[config.mk]
export PLATFORM = sky130hd
export DESIGN_NAME = zx_core_top
export DESIGN_NICKNAME = d
export VERILOG_FILES = /design/src/source/zx_mem_pkg.sv /design/src/source/zx_port_pkg.sv /design/src/source/port_decoder.sv /design/src/source/window_pager.sv /design/src/source/dos_control.sv /design/src/source/mem_mapper.sv /design/src/source/sound_out.sv /design/src/source/zx_core_top.sv
export SDC_FILE = /design/constraint.sdc
export NUM_CORES = 1
export LEC_CHECK = 0
export BUFFER_PORTS_ARGS = -buffer_cell sky130_fd_sc_hd__buf_4
export CAP_MARGIN = 20
export CORE_MARGIN = 2
export CORE_UTILIZATION = 54
export DETAILED_ROUTE_END_ITERATION = 12
export GPL_TIMING_DRIVEN = 0
export MAX_ROUTING_LAYER = met4
export PLACE_DENSITY_LB_ADDON = 0.1
export SLEW_MARGIN = 0
export SYNTH_ARGS = -nofsm -noshare
export SYNTH_HDL_FRONTEND = slang
export SYNTH_SLANG_ARGS = --single-unit
[constraint.sdc]
create_clock -name fclk -period 2.7 [get_ports fclk]
set_clock_uncertainty 0.2 [all_clocks]
set_input_delay 0.27 -clock fclk [delete_from_list [all_inputs] [get_ports fclk]]
set_output_delay 0.27 -clock fclk [all_outputs]
set_load 0.02 [all_outputs]
[src/source/zx_mem_pkg.sv]
package zx_mem_pkg;

	// four 16k windows cover the whole z80 address space
	localparam int window_count = 4;

	// ram page number as seen by the dram side
	typedef logic [7:0] page_t;

	// rom chip page
	typedef logic [4:0] rom_page_t;

	// xxF7 byte when the window maps ram
	typedef struct packed
	{
		logic       ram_sel;
		logic       follow_7ffd;
		logic [5:0] page;
	} ram_view_t;

	// xxF7 byte when the window maps rom
	typedef struct packed
	{
		logic       ram_sel;
		logic       follow_dos;
		logic       spare;
		logic [4:0] rom_page;
	} rom_view_t;

	// one pager byte, two readings selected by ram_sel
	typedef union packed
	{
		ram_view_t ram;
		rom_view_t rom;
	} page_word_t;

	// pentagon layout, fixed pages of windows 1 and 2
	localparam page_t pent_ram_w1 = 8'd5;
	localparam page_t pent_ram_w2 = 8'd2;

endpackage

[src/source/zx_port_pkg.sv]
package zx_port_pkg;

	// FE, only A0 is decoded
	localparam logic [15:0] port_fe_mask  = 16'h0001;
	localparam logic [15:0] port_fe_match = 16'h0000;
	localparam int port_fe_border_msb = 2;
	localparam int port_fe_border_lsb = 0;
	localparam int port_fe_beeper_bit = 4;

	// 7FFD, A15 A1 A0 decoded
	localparam logic [15:0] port_7ffd_mask  = 16'h8003;
	localparam logic [15:0] port_7ffd_match = 16'h0001;
	localparam int port_7ffd_ram_msb  = 2;
	localparam int port_7ffd_ram_lsb  = 0;
	localparam int port_7ffd_scr_bit  = 3;
	localparam int port_7ffd_rom_bit  = 4;
	localparam int port_7ffd_lock_bit = 5;

	// full low byte ports, window index on A15..A14
	localparam logic [7:0] port_f7_lo = 8'hF7;
	localparam logic [7:0] port_be_lo = 8'hBE;
	localparam logic [7:0] port_fb_lo = 8'hFB;

	// configuration port
	localparam logic [7:0] port_77_lo = 8'h77;
	localparam int port_77_pager_en_bit  = 0;
	localparam int port_77_cpm_n_bit     = 1;
	localparam int port_77_sound_mux_bit = 2;

endpackage

[src/source/port_decoder.sv]
`timescale 1ns/1ps

module port_decoder
(
	input  logic                                          fclk,
	input  logic                                          arst_n,
	input  logic [15:0]                                   a,
	input  logic [7:0]                                    d_in,
	input  logic                                          iorq_n,
	input  logic                                          wr_n,
	input  logic                                          rd_n,
	input  logic                                          m1_n,
	input  zx_mem_pkg::page_word_t                        win_word0,
	input  zx_mem_pkg::page_word_t                        win_word1,
	input  zx_mem_pkg::page_word_t                        win_word2,
	input  zx_mem_pkg::page_word_t                        win_word3,
	output logic [7:0]                                    d_out,
	output logic                                          d_oe,
	output logic                                          f7_wr,
	output logic [$clog2(zx_mem_pkg::window_count)-1:0]   f7_window,
	output zx_mem_pkg::page_word_t                        f7_data,
	output logic [7:0]                                    p7ffd,
	output logic [2:0]                                    border,
	output logic                                          beeper,
	output logic                                          pager_en,
	output logic                                          cpm_n,
	output logic                                          sound_mux,
	output logic                                          covox_wr,
	output logic [7:0]                                    covox_data
);

	logic [15:0] a_q;
	logic [7:0]  d_q;
	logic        iorq_q;
	logic        wr_q;
	logic        rd_q;
	logic        m1_q;
	logic        io_wr;
	logic        io_rd;
	logic        io_wr_prev;
	logic        wr_pulse;
	logic        fe_hit;
	logic        p7ffd_hit;
	logic        byte_hit;
	logic        fe_wr_q;
	logic        p7ffd_wr_q;
	logic        p77_wr_q;
	logic [7:0]  wr_data_q;
	logic        rd_hit_q;
	logic [$clog2(zx_mem_pkg::window_count)-1:0] rd_win_q;
	zx_mem_pkg::page_word_t rd_word;

	////////////////////////////////////////////////////////////////////////////
	// bus sampling
	always_ff @(posedge fclk or negedge arst_n)
	begin
		if (!arst_n)
		begin
			iorq_q <= 1'b1;
			wr_q   <= 1'b1;
			rd_q   <= 1'b1;
			m1_q   <= 1'b1;
		end
		else
		begin
			iorq_q <= iorq_n;
			wr_q   <= wr_n;
			rd_q   <= rd_n;
			m1_q   <= m1_n;
		end
	end

	always_ff @(posedge fclk)
	begin
		a_q <= a;
		d_q <= d_in;
	end

	// m1 high keeps interrupt acknowledge out
	assign io_wr    = !iorq_q && !wr_q && m1_q;
	assign io_rd    = !iorq_q && !rd_q && m1_q;
	assign wr_pulse = io_wr && !io_wr_prev;

	// FE wins over 7FFD, both win over the full byte ports
	assign fe_hit    = (a_q & zx_port_pkg::port_fe_mask) == zx_port_pkg::port_fe_match;
	assign p7ffd_hit = !fe_hit
		&& ((a_q & zx_port_pkg::port_7ffd_mask) == zx_port_pkg::port_7ffd_match);
	assign byte_hit  = !fe_hit && !p7ffd_hit;

	////////////////////////////////////////////////////////////////////////////
	// stage one, write pulses and read hit
	always_ff @(posedge fclk or negedge arst_n)
	begin
		if (!arst_n)
		begin
			io_wr_prev <= 1'b0;
			fe_wr_q    <= 1'b0;
			p7ffd_wr_q <= 1'b0;
			p77_wr_q   <= 1'b0;
			f7_wr      <= 1'b0;
			covox_wr   <= 1'b0;
			rd_hit_q   <= 1'b0;
		end
		else
		begin
			io_wr_prev <= io_wr;
			fe_wr_q    <= wr_pulse && fe_hit;
			p7ffd_wr_q <= wr_pulse && p7ffd_hit;
			p77_wr_q   <= wr_pulse && byte_hit && a_q[7:0] == zx_port_pkg::port_77_lo;
			f7_wr      <= wr_pulse && byte_hit && a_q[7:0] == zx_port_pkg::port_f7_lo;
			covox_wr   <= wr_pulse && byte_hit && a_q[7:0] == zx_port_pkg::port_fb_lo;
			rd_hit_q   <= io_rd && a_q[7:0] == zx_port_pkg::port_be_lo;
		end
	end

	always_ff @(posedge fclk)
	begin
		wr_data_q <= d_q;
		f7_window <= a_q[15:14];
		rd_win_q  <= a_q[15:14];
	end

	assign f7_data    = zx_mem_pkg::page_word_t'(wr_data_q);
	assign covox_data = wr_data_q;

	////////////////////////////////////////////////////////////////////////////
	// stage two, port registers and readback
	always_ff @(posedge fclk or negedge arst_n)
	begin
		if (!arst_n)
		begin
			border    <= 3'd0;
			beeper    <= 1'b0;
			p7ffd     <= 8'd0;
			pager_en  <= 1'b0;
			cpm_n     <= 1'b1;
			sound_mux <= 1'b0;
			d_oe      <= 1'b0;
		end
		else
		begin
			if (fe_wr_q)
			begin
				border <= wr_data_q[zx_port_pkg::port_fe_border_msb:zx_port_pkg::port_fe_border_lsb];
				beeper <= wr_data_q[zx_port_pkg::port_fe_beeper_bit];
			end
			// lock bit sticks until reset
			if (p7ffd_wr_q && !p7ffd[zx_port_pkg::port_7ffd_lock_bit])
				p7ffd <= wr_data_q;
			if (p77_wr_q)
			begin
				pager_en  <= wr_data_q[zx_port_pkg::port_77_pager_en_bit];
				cpm_n     <= wr_data_q[zx_port_pkg::port_77_cpm_n_bit];
				sound_mux <= wr_data_q[zx_port_pkg::port_77_sound_mux_bit];
			end
			d_oe <= rd_hit_q;
		end
	end

	always_comb
	begin
		case (rd_win_q)
			2'd0:    rd_word = win_word0;
			2'd1:    rd_word = win_word1;
			2'd2:    rd_word = win_word2;
			default: rd_word = win_word3;
		endcase
	end

	// readback is inverted, as on the ATM
	always_ff @(posedge fclk)
		d_out <= ~rd_word;

	a_one_write: assert property (@(posedge fclk) disable iff (!arst_n)
		$onehot0({fe_wr_q, p7ffd_wr_q, p77_wr_q, f7_wr, covox_wr}));

endmodule

[src/source/window_pager.sv]
`timescale 1ns/1ps

module window_pager
#(
	parameter int WINDOW = 0
)
(
	input  logic                                          fclk,
	input  logic                                          arst_n,
	input  logic                                          f7_wr,
	input  logic [$clog2(zx_mem_pkg::window_count)-1:0]   f7_window,
	input  zx_mem_pkg::page_word_t                        f7_data,
	input  logic                                          pager_en,
	input  logic [7:0]                                    p7ffd,
	input  logic                                          dos,
	output zx_mem_pkg::page_word_t                        win_word,
	output zx_mem_pkg::page_t                             win_page,
	output logic                                          win_rom,
	output zx_mem_pkg::rom_page_t                         win_rom_page
);

	localparam int win_bits = $clog2(zx_mem_pkg::window_count);
	localparam logic [win_bits-1:0] win_idx = win_bits'(WINDOW);

	logic [5:0]            pg_ram;
	zx_mem_pkg::rom_page_t pg_rom;

	// pager word, written through xxF7 for this window only
	always_ff @(posedge fclk or negedge arst_n)
	begin
		if (!arst_n)
			win_word <= '0;
		else if (f7_wr && f7_window == win_idx)
			win_word <= f7_data;
	end

	////////////////////////////////////////////////////////////////////////////
	// page decode
	always_comb
	begin
		pg_ram = win_word.ram.page;
		if (win_word.ram.follow_7ffd)
			pg_ram[2:0] = p7ffd[zx_port_pkg::port_7ffd_ram_msb:zx_port_pkg::port_7ffd_ram_lsb];

		// dos low selects the upper rom half
		pg_rom = win_word.rom.rom_page;
		if (win_word.rom.follow_dos)
			pg_rom[0] = ~dos;

		if (pager_en)
		begin
			win_rom      = !win_word.ram.ram_sel;
			win_page     = zx_mem_pkg::page_t'(pg_ram);
			win_rom_page = pg_rom;
		end
		else
		begin
			// plain pentagon 128 layout
			win_rom      = 1'b0;
			win_page     = 8'd0;
			win_rom_page = {3'b000, ~dos, p7ffd[zx_port_pkg::port_7ffd_rom_bit]};
			case (WINDOW)
				0:       win_rom  = 1'b1;
				1:       win_page = zx_mem_pkg::pent_ram_w1;
				2:       win_page = zx_mem_pkg::pent_ram_w2;
				default: win_page = {5'd0,
					p7ffd[zx_port_pkg::port_7ffd_ram_msb:zx_port_pkg::port_7ffd_ram_lsb]};
			endcase
		end
	end

	a_pent_rom_w0: assert property (@(posedge fclk) disable iff (!arst_n)
		(WINDOW != 0 && !pager_en) |-> !win_rom);

endmodule

[src/source/dos_control.sv]
`timescale 1ns/1ps

module dos_control
(
	input  logic        fclk,
	input  logic        arst_n,
	input  logic [15:0] a,
	input  logic        mreq_n,
	input  logic        m1_n,
	input  logic        cpm_n,
	input  logic        win0_rom,
	output logic        dos
);

	logic [15:0] a_q;
	logic        mreq_q;
	logic        m1_q;
	logic        fetch;
	logic        dos_on_q;
	logic        dos_off_q;

	always_ff @(posedge fclk)
		a_q <= a;

	assign fetch = !m1_q && !mreq_q;

	always_ff @(posedge fclk or negedge arst_n)
	begin
		if (!arst_n)
		begin
			mreq_q    <= 1'b1;
			m1_q      <= 1'b1;
			dos_on_q  <= 1'b0;
			dos_off_q <= 1'b0;
			dos       <= 1'b0;
		end
		else
		begin
			mreq_q    <= mreq_n;
			m1_q      <= m1_n;
			// trdos entry points live at 3Dxx of the rom
			dos_on_q  <= fetch && a_q[15:8] == 8'h3D && win0_rom;
			dos_off_q <= fetch && a_q[15:14] != 2'b00;
			if (!cpm_n || dos_on_q)
				dos <= 1'b1;
			else if (dos_off_q)
				dos <= 1'b0;
		end
	end

	a_cpm_dos: assert property (@(posedge fclk) disable iff (!arst_n) !cpm_n |=> dos);

endmodule

[src/source/mem_mapper.sv]
`timescale 1ns/1ps

module mem_mapper
(
	input  logic [15:0]           a,
	input  logic                  mreq_n,
	input  zx_mem_pkg::page_t     win_page0,
	input  zx_mem_pkg::page_t     win_page1,
	input  zx_mem_pkg::page_t     win_page2,
	input  zx_mem_pkg::page_t     win_page3,
	input  logic                  win_rom0,
	input  logic                  win_rom1,
	input  logic                  win_rom2,
	input  logic                  win_rom3,
	input  zx_mem_pkg::rom_page_t win_rom_page0,
	input  zx_mem_pkg::rom_page_t win_rom_page1,
	input  zx_mem_pkg::rom_page_t win_rom_page2,
	input  zx_mem_pkg::rom_page_t win_rom_page3,
	output zx_mem_pkg::page_t     mem_page,
	output logic                  mem_rom,
	output logic                  cs_rom,
	output zx_mem_pkg::rom_page_t rompg
);

	// window select by the top two address bits
	always_comb
	begin
		case (a[15:14])
			2'd0:
			begin
				mem_page = win_page0;
				mem_rom  = win_rom0;
				rompg    = win_rom_page0;
			end
			2'd1:
			begin
				mem_page = win_page1;
				mem_rom  = win_rom1;
				rompg    = win_rom_page1;
			end
			2'd2:
			begin
				mem_page = win_page2;
				mem_rom  = win_rom2;
				rompg    = win_rom_page2;
			end
			default:
			begin
				mem_page = win_page3;
				mem_rom  = win_rom3;
				rompg    = win_rom_page3;
			end
		endcase
	end

	assign cs_rom = !mreq_n && mem_rom;

endmodule

[src/source/sound_out.sv]
`timescale 1ns/1ps

module sound_out
(
	input  logic       fclk,
	input  logic       arst_n,
	input  logic       beeper,
	input  logic       sound_mux,
	input  logic       covox_wr,
	input  logic [7:0] covox_data,
	output logic       beep
);

	logic [7:0] sample;
	logic [7:0] acc;
	logic       carry;

	////////////////////////////////////////////////////////////////////////////
	// covox, first order sigma-delta
	//
	// carry density is sample/256, so any 256 cycles with a steady
	// sample give exactly sample carries
	always_ff @(posedge fclk or negedge arst_n)
	begin
		if (!arst_n)
		begin
			sample <= 8'd0;
			acc    <= 8'd0;
			carry  <= 1'b0;
		end
		else if (covox_wr)
		begin
			// restart the phase with the new sample
			sample <= covox_data;
			acc    <= 8'd0;
			carry  <= 1'b0;
		end
		else
		begin
			{carry, acc} <= {1'b0, acc} + {1'b0, sample};
		end
	end

	// beeper or covox to the pin
	assign beep = sound_mux ? carry : beeper;

endmodule

[src/source/zx_core_top.sv]
`timescale 1ns/1ps

module zx_core_top
(
	input  logic                  fclk,
	input  logic                  arst_n,
	input  logic [15:0]           a,
	input  logic [7:0]            d_in,
	input  logic                  iorq_n,
	input  logic                  mreq_n,
	input  logic                  rd_n,
	input  logic                  wr_n,
	input  logic                  m1_n,
	output logic [7:0]            d_out,
	output logic                  d_oe,
	output logic [2:0]            border,
	output zx_mem_pkg::page_t     mem_page,
	output logic                  mem_rom,
	output logic                  cs_rom,
	output zx_mem_pkg::rom_page_t rompg,
	output logic                  beep,
	output logic                  dos
);

	logic                                        f7_wr;
	logic [$clog2(zx_mem_pkg::window_count)-1:0] f7_window;
	zx_mem_pkg::page_word_t                      f7_data;
	logic [7:0]                                  p7ffd;
	logic                                        beeper;
	logic                                        pager_en;
	logic                                        cpm_n;
	logic                                        sound_mux;
	logic                                        covox_wr;
	logic [7:0]                                  covox_data;

	// per window pager state
	zx_mem_pkg::page_word_t win_word     [zx_mem_pkg::window_count];
	zx_mem_pkg::page_t      win_page     [zx_mem_pkg::window_count];
	logic                   win_rom      [zx_mem_pkg::window_count];
	zx_mem_pkg::rom_page_t  win_rom_page [zx_mem_pkg::window_count];

	port_decoder i_ports
	(
		.fclk(fclk), .arst_n(arst_n),
		.a(a), .d_in(d_in), .iorq_n(iorq_n), .wr_n(wr_n), .rd_n(rd_n), .m1_n(m1_n),
		.win_word0(win_word[0]), .win_word1(win_word[1]),
		.win_word2(win_word[2]), .win_word3(win_word[3]),
		.d_out(d_out), .d_oe(d_oe),
		.f7_wr(f7_wr), .f7_window(f7_window), .f7_data(f7_data),
		.p7ffd(p7ffd), .border(border), .beeper(beeper),
		.pager_en(pager_en), .cpm_n(cpm_n), .sound_mux(sound_mux),
		.covox_wr(covox_wr), .covox_data(covox_data)
	);

	////////////////////////////////////////////////////////////////////////////
	// ATM pagers, one per 16k window
	genvar w;
	for (w = 0; w < zx_mem_pkg::window_count; w++)
	begin : g_pager
		window_pager #(.WINDOW(w)) i_pager
		(
			.fclk(fclk), .arst_n(arst_n),
			.f7_wr(f7_wr), .f7_window(f7_window), .f7_data(f7_data),
			.pager_en(pager_en), .p7ffd(p7ffd), .dos(dos),
			.win_word(win_word[w]), .win_page(win_page[w]),
			.win_rom(win_rom[w]), .win_rom_page(win_rom_page[w])
		);
	end

	dos_control i_dos
	(
		.fclk(fclk), .arst_n(arst_n), .a(a), .mreq_n(mreq_n), .m1_n(m1_n),
		.cpm_n(cpm_n), .win0_rom(win_rom[0]), .dos(dos)
	);

	mem_mapper i_mapper
	(
		.a(a), .mreq_n(mreq_n),
		.win_page0(win_page[0]), .win_page1(win_page[1]),
		.win_page2(win_page[2]), .win_page3(win_page[3]),
		.win_rom0(win_rom[0]), .win_rom1(win_rom[1]),
		.win_rom2(win_rom[2]), .win_rom3(win_rom[3]),
		.win_rom_page0(win_rom_page[0]), .win_rom_page1(win_rom_page[1]),
		.win_rom_page2(win_rom_page[2]), .win_rom_page3(win_rom_page[3]),
		.mem_page(mem_page), .mem_rom(mem_rom), .cs_rom(cs_rom), .rompg(rompg)
	);

	sound_out i_sound
	(
		.fclk(fclk), .arst_n(arst_n), .beeper(beeper), .sound_mux(sound_mux),
		.covox_wr(covox_wr), .covox_data(covox_data), .beep(beep)
	);

endmodule

==> results of run 1 <==
-- critical path: cells and delay by family, from the launching register on --
kind,cells,cell delay [ps]
buffers and inverters,3,810
flip-flops,1,320
AO/OA/AOI/OAI,2,400
-- power by group --
part / leakage [nW] / internal, mW / switching (mW)
Clock: 0.286 / 1.30 / 0.822
Combinational: 1.33 / 0.211 / 0.205
Sequential: 1.37 / 1.88 / 0.0691
Total: 2.99 / 3.39 / 1.10
-- layer usage --
layer,up-vias,routed length (um)
li1,1520,-
met1,1621,4520
met2,102,5320
met3,13,494
met4,0,127
met5,-,0
-- Yosys cell counts, drive strengths merged (2+ instances only) --
master | instances | area (um^2)
inv | 18 | 67.6
a21o | 3 | 22.5
o211a | 4 | 40.0
nor3 | 9 | 45.0
nand2b | 10 | 62.6
a31oi | 5 | 31.3
nor3b | 2 | 26.3
nor2b | 4 | 25.0
dfstp | 6 | 158
a211oi | 8 | 70.1
a222oi | 4 | 40.0
nor2 | 12 | 45.0
nand3 | 3 | 20.0
nand3b | 4 | 37.5
dfxtp | 42 | 841
mux2 | 53 | 597
and3 | 3 | 18.8
o22ai | 5 | 31.3
mux2i | 13 | 130
buf | 16 | 98.9
nand2 | 6 | 22.5
ha | 12 | 150
mux4 | 8 | 184
clkbuf | 2 | 7.51
dfrtp | 71 | 1780
nand4b | 2 | 17.5
or4b | 2 | 20.0
a21oi | 7 | 35.0
o21ai | 7 | 35.0
-- registers in the layout, indices dropped and copies added (netlist names), 2 cells and up --
| name | flops |
|---|---|
| i_ports.d_out | 8 |
| i_ports.f7_window | 2 |
| i_sound.acc | 8 |
| i_ports.d_q | 8 |
| g_pager.i_pager.win_word | 32 |
| i_ports.a_q | 16 |
| i_ports.covox_data | 8 |
| i_sound.sample | 8 |
| i_ports.p7ffd | 5 |
| i_ports.border | 3 |
-- layout make-up --
cell class / instances / area (um^2)
Buffer: 18 / 106
Clock buffer: 21 / 492
Clock inverter: 11 / 82.6
Fill cell: 596 / 2430
Inverter: 18 / 67.6
Multi-Input combinational cell: 204 / 1870
Sequential cell: 119 / 2780
Tap cell: 108 / 135
Timing Repair Buffer: 87 / 728
-- what timing repair did --
action,in CTS,in global routing
endpoints found under the hold margin,100,0
gates resized for setup,0,0
hold buffers,30,0
buffers inserted,0,0
-- cell families after synthesis --
group	after synthesis	share of synthesized area [%]
compound gates	54	8.45
xor+xnor	1	0.182
fa+ha+maj	13	3.54
buf+inv	36	3.62
flops	119	57.7
mux	74	18.9
other cells	1	0.0779
simple gates	60	7.52
-- final timing paths --
check,start,end,cells past startpoint,slack [ps]
worst max-delay path,i_ports.pager_en$_DFFE_PN0P_,rompg[1],5,190
worst min-delay path,i_ports.d_q[0]$_DFF_P_,i_ports.covox_data[0]$_DFF_P_,0,130
worst max register to register,i_sound.sample[0]$_DFFE_PN0P_,i_sound.carry$_DFF_PN0_,6,350
worst min register to register,i_ports.d_q[0]$_DFF_P_,i_ports.covox_data[0]$_DFF_P_,0,130
max in group asynchronous,arst_n,i_ports.p7ffd_wr_q$_DFF_PN0_,2,1370
min in group asynchronous,arst_n,i_dos.dos$_DFFE_PN0P_,2,240
-- through the flow --
step / setup WS (ps) / power (mW) / std cells
2_1_floorplan: 546 / 2.20 / 359
3_3_place_gp: 405 / 2.34 / 524
3_5_place_dp: 403 / 2.36 / 524
4_1_cts: 235 / 4.52 / 586
5_1_grt: 73.6 / 4.68 / 586
6_report: 195 / 4.49 / 586
==> impl_metrics.toml, run 1 <==
[status]
status = "complete, no violations"

[critical_path]
crit_arrival_ps = 2040
path_cells = "buf_2, clkbuf_1, a21oi_1, o21ai_0, buf_4"
slowest_stage = "clkbuf_1"
critPathKind = "reg2out"
startpoint_type = "flip-flop"
cpPeakStageDelay_ps = 450
critPathCaptureType = "output port"
crit_fanout = 10
cp.required_ps = 2230

[detailed_routing]
vias = 3256
drc_errors = 0
drt_wl_total_um = 10500
antenna_left = 0
wl_per_cell_um = 17.9
initialDrtViolationCount = 131
via_per_inst = 5.56
dr.pass1.iters = 5

[timing]
slew_violations = 0
setup_viol = 0
fmax_ghz = 0.399
worst-slew-pin-transition_ps = 998
holdWs_ps = 125
setup_tns_ps = 0
rsz0062_at_grt = "no"
hold_viol_final = 0
slew_headroom_pct = 33.5
fin_crit_sh_pct = 92.8
period_minus_slack_ps = 2510

[placement]
place_area_mm2 = 0.00538
gp_congestion = 0.898
dp_hpwl_um = 6610
numPortBuffers = 57

[logic_synthesis]
synth_area_mm2 = 0.00481
synthCells = 358
avgSynthCellArea_um2 = 13.4
async_reset_ff_share_pct = 64.7
yosysWarnings = 0
yosysUniqueCellTypes = 55
synth_edf_count = 0
ys_seq_elements = 119
ys_seq_area_share_pct = 57.7
synthFlopType = "dfrtp_1"

[pwr]
powerDensity_mw_per_mm2 = 717
max-vdd-ir-drop_mv = 0.472
p_leak_nw = 2.99

[clocking]
cts_buffers = 17
cts_tree = "built"
clk_latency_ps = 510
clockBufferDepth = 2
htreeDepth = 4
clk_pin_slew_ps = 60
cts_sinks = 119
cts_root_buf = "clkbuf_8"

[floorplan]
start_util_pct = 55.4
fp.dieArea_mm2 = 0.00968
die_y_um = 98.4
core_mm2 = 0.00868
dieWidth_um = 98.4
std_cell_rows = 34
ios = 60

[final_layout]
final_cell_mix = "71 x dfrtp_1, 62 x buf_4, 52 x mux2_2, 42 x dfxtp_1, 30 x dlygate4sd3_1"
fin_nets = 509
drive_gt1_share_pct = 37.2
final_common_cell = "dfrtp_1"
area_growth_pct = 30.0
fin_area_mm2 = 0.00625
final_util_pct = 72.0
diodes = 0

[global_routing]
overflow = 0
grt_pass1_wl_um = 17300
use_met1_pct = 30.7
grtUsageMet2_pct = 38.3
met3_usage_pct = 6.44
track_usage_pct = 24.2
grt_max_degree = 78
grt_antenna_before_repair = 0
grt_pass1_vias = 3381
busiest_layer = "met2"

[flow_run]
maxCapViolations = 0

[hold_path]
hold_path_class = "reg2reg"
(Power assumes the default switching activity.)
==> inputs of run 2 (changes only) <==
Settings changed: CORE_UTILIZATION 54 to 52.
Clock period 2.7 ns to 2.3 ns, I/O delays scaled along.
==> run 2 against run 1 <==
Effect of this change:
- hold slack better by 0.58 ps
- sequential share of layout area is 0.51 points lower
- clock-buffer cell count down 1
- critical path depth down 1
- cell area increased by 1.2%
- die area is 3.7% higher
- combinational power rose by 17%
- utilization shrank 2.6 points
- largest cell class unchanged
- sequential cell count unchanged
- global-route usage fell by 2.0 points
- critical endpoint unchanged
- total power rose by 19%
==> impl_metrics.toml, run 2 (synthesis results as in run 1) <==
[pwr]
power.switching_mw = 1.31
p_sw_share_pct = 24.6
p_int_mw = 4.02
clkPwrFrac_pct = 47.9
p_leak_nw = 3.01
max-vdd-ir-drop_mv = 0.693
power_frac_comb_pct = 9.1
powerDensity_mw_per_mm2 = 844
seqPwrFrac_pct = 43.0
total_power_mw = 5.34

[global_routing]
overflow = 0
grt_pass1_vias = 3252
grt_antenna_before_repair = 0
grt_pass1_wl_um = 16400
grt_max_degree = 78
track_usage_pct = 22.3

[floorplan]
dieWidth_um = 100
ios = 60
fp.dieArea_mm2 = 0.0100
start_util_pct = 52.8
die_y_um = 100
core_mm2 = 0.00911
std_cell_rows = 35

[timing]
period_minus_slack_ps = 2260
fmax_ghz = 0.443
worst-slew-pin-transition_ps = 975
hold_viol_final = 0
slew_violations = 0
finalWorstSetupSlack_ps = 44.5
setup_tns_ps = 0
slew_headroom_pct = 35.0
fin_crit_sh_pct = 98.1
setup_viol = 0

[detailed_routing]
drc_errors = 0
vias = 3214
via_per_inst = 5.45
wl_met3_um = 469
initialDrtViolationCount = 94
met2WireLength_um = 4810
wl_met1_um = 4490
drt_wl_total_um = 9850
antenna_left = 0
dr.pass1.iters = 4
top_layer_used = "met4"
wl_per_cell_um = 16.7

[clocking]
clk_latency_ps = 510
cts_buffers = 17
cts_root_buf = "clkbuf_8"
clockBufferDepth = 2
cts_tree = "built"
cts_sinks = 119
clk_pin_slew_ps = 60
htreeDepth = 4

[critical_path]
slowest_stage = "dfrtp_1"
cp_top_family = "compound AO/OA/AOI/OAI gates"
startpoint_type = "flip-flop"
cpPeakStageDelay_ps = 400
crit_fanout = 3
crit_arrival_ps = 1830
critPathCaptureType = "output port"
path_cells = "a22o_1, a2111oi_2, o21ai_1, buf_4"
cp.required_ps = 1870
critPathKind = "reg2out"
cp.buffers_inverters = 1

[final_layout]
top_register = "g_pager.i_pager.win_word"
multi_input_area_mm2 = 0.00189
largest_register_ffs = 32
top_regs = "g_pager.i_pager.win_word (32), i_ports.a_q (16)"
fin_area_mm2 = 0.00632
fin_nets = 510
final_cell_mix = "71 x dfrtp_1, 66 x buf_4, 52 x mux2_2, 42 x dfxtp_1, 30 x dlygate4sd3_1"
regArea_mm2 = 0.00278
drive_gt1_share_pct = 38.6
diodes = 0
area_growth_pct = 31.5
stdcell_count = 590
final_common_cell = "dfrtp_1"
nFillCells = 657

[placement]
numPortBuffers = 57
dp_hpwl_um = 6340
pre_cts_slack_ps = 11.0
place_area_mm2 = 0.00538
gp_congestion = 0.888
place_inst = 527

[hold_path]
hold_path_class = "reg2reg"

[flow_run]
maxCapViolations = 0

[status]
status = "complete, no violations"
==> run 2: final cells by class <==
cell class | count | area share [%]
Clock inverter | 12 | 2.06
Inverter | 18 | 1.07
Sequential cell | 119 | 43.9
Clock buffer | 20 | 7.22
Tap cell | 111 | 2.20
Multi-Input combinational cell | 204 | 29.9
Timing Repair Buffer | 88 | 11.6
Buffer | 18 | 2.10
==> run 2: worst paths after layout <==
path | startpoint | to | slack [ps] | cells past startpoint
max in group asynchronous | arst_n | g_pager[0].i_pager.win_word[6]$_DFFE_PN0P_ | 1040 | 2
worst min-delay path | i_ports.d_q[5]$_DFF_P_ | i_ports.covox_data[5]$_DFF_P_ | 130 | 0
worst min register to register | i_ports.d_q[5]$_DFF_P_ | i_ports.covox_data[5]$_DFF_P_ | 130 | 0
worst max register to register | i_sound.acc[0]$_DFF_PN0_ | i_sound.carry$_DFF_PN0_ | 80 | 6
min in group asynchronous | arst_n | i_dos.dos$_DFFE_PN0P_ | 220 | 2
worst max-delay path | g_pager[2].i_pager.win_word[1]$_DFFE_PN0P_ | rompg[1] | 40 | 4
==> run 2: stage by stage <==
stage / util (%) / hold slack (ps)
CTS: 69.0 / 129
floorplan: - / -266
global placement: 59.1 / 110
global route: 69.4 / 129
detailed placement: 59.1 / 115
finish: 69.4 / 126
==> run 2: metal layers <==
| metal | vias up | track usage (%) |
|---|---|---|
| met5 | - | - |
| met3 | 6 | 6.69 |
| li1 | 1516 | - |
| met2 | 90 | 34.3 |
| met1 | 1602 | 28.9 |
| met4 | 0 | 6.11 |
==> run 2: power groups by stage <==
stage	Sequential, mW	Clock (mW)	Combinational (mW)
floorplan	2.32	0	0.268
detailed placement	2.33	0	0.440
CTS	2.29	2.61	0.485
finish	2.29	2.56	0.485
global placement	2.33	0	0.428
global route	2.31	2.72	0.542
==> run 2: what timing repair did <==
action                     CTS  global route
hold endpoints to repair   100             0
hold buffers                30             0
gates resized for setup      6            16
buffers inserted             0             1
setup endpoints to repair    7             6
pin swaps                    0             8
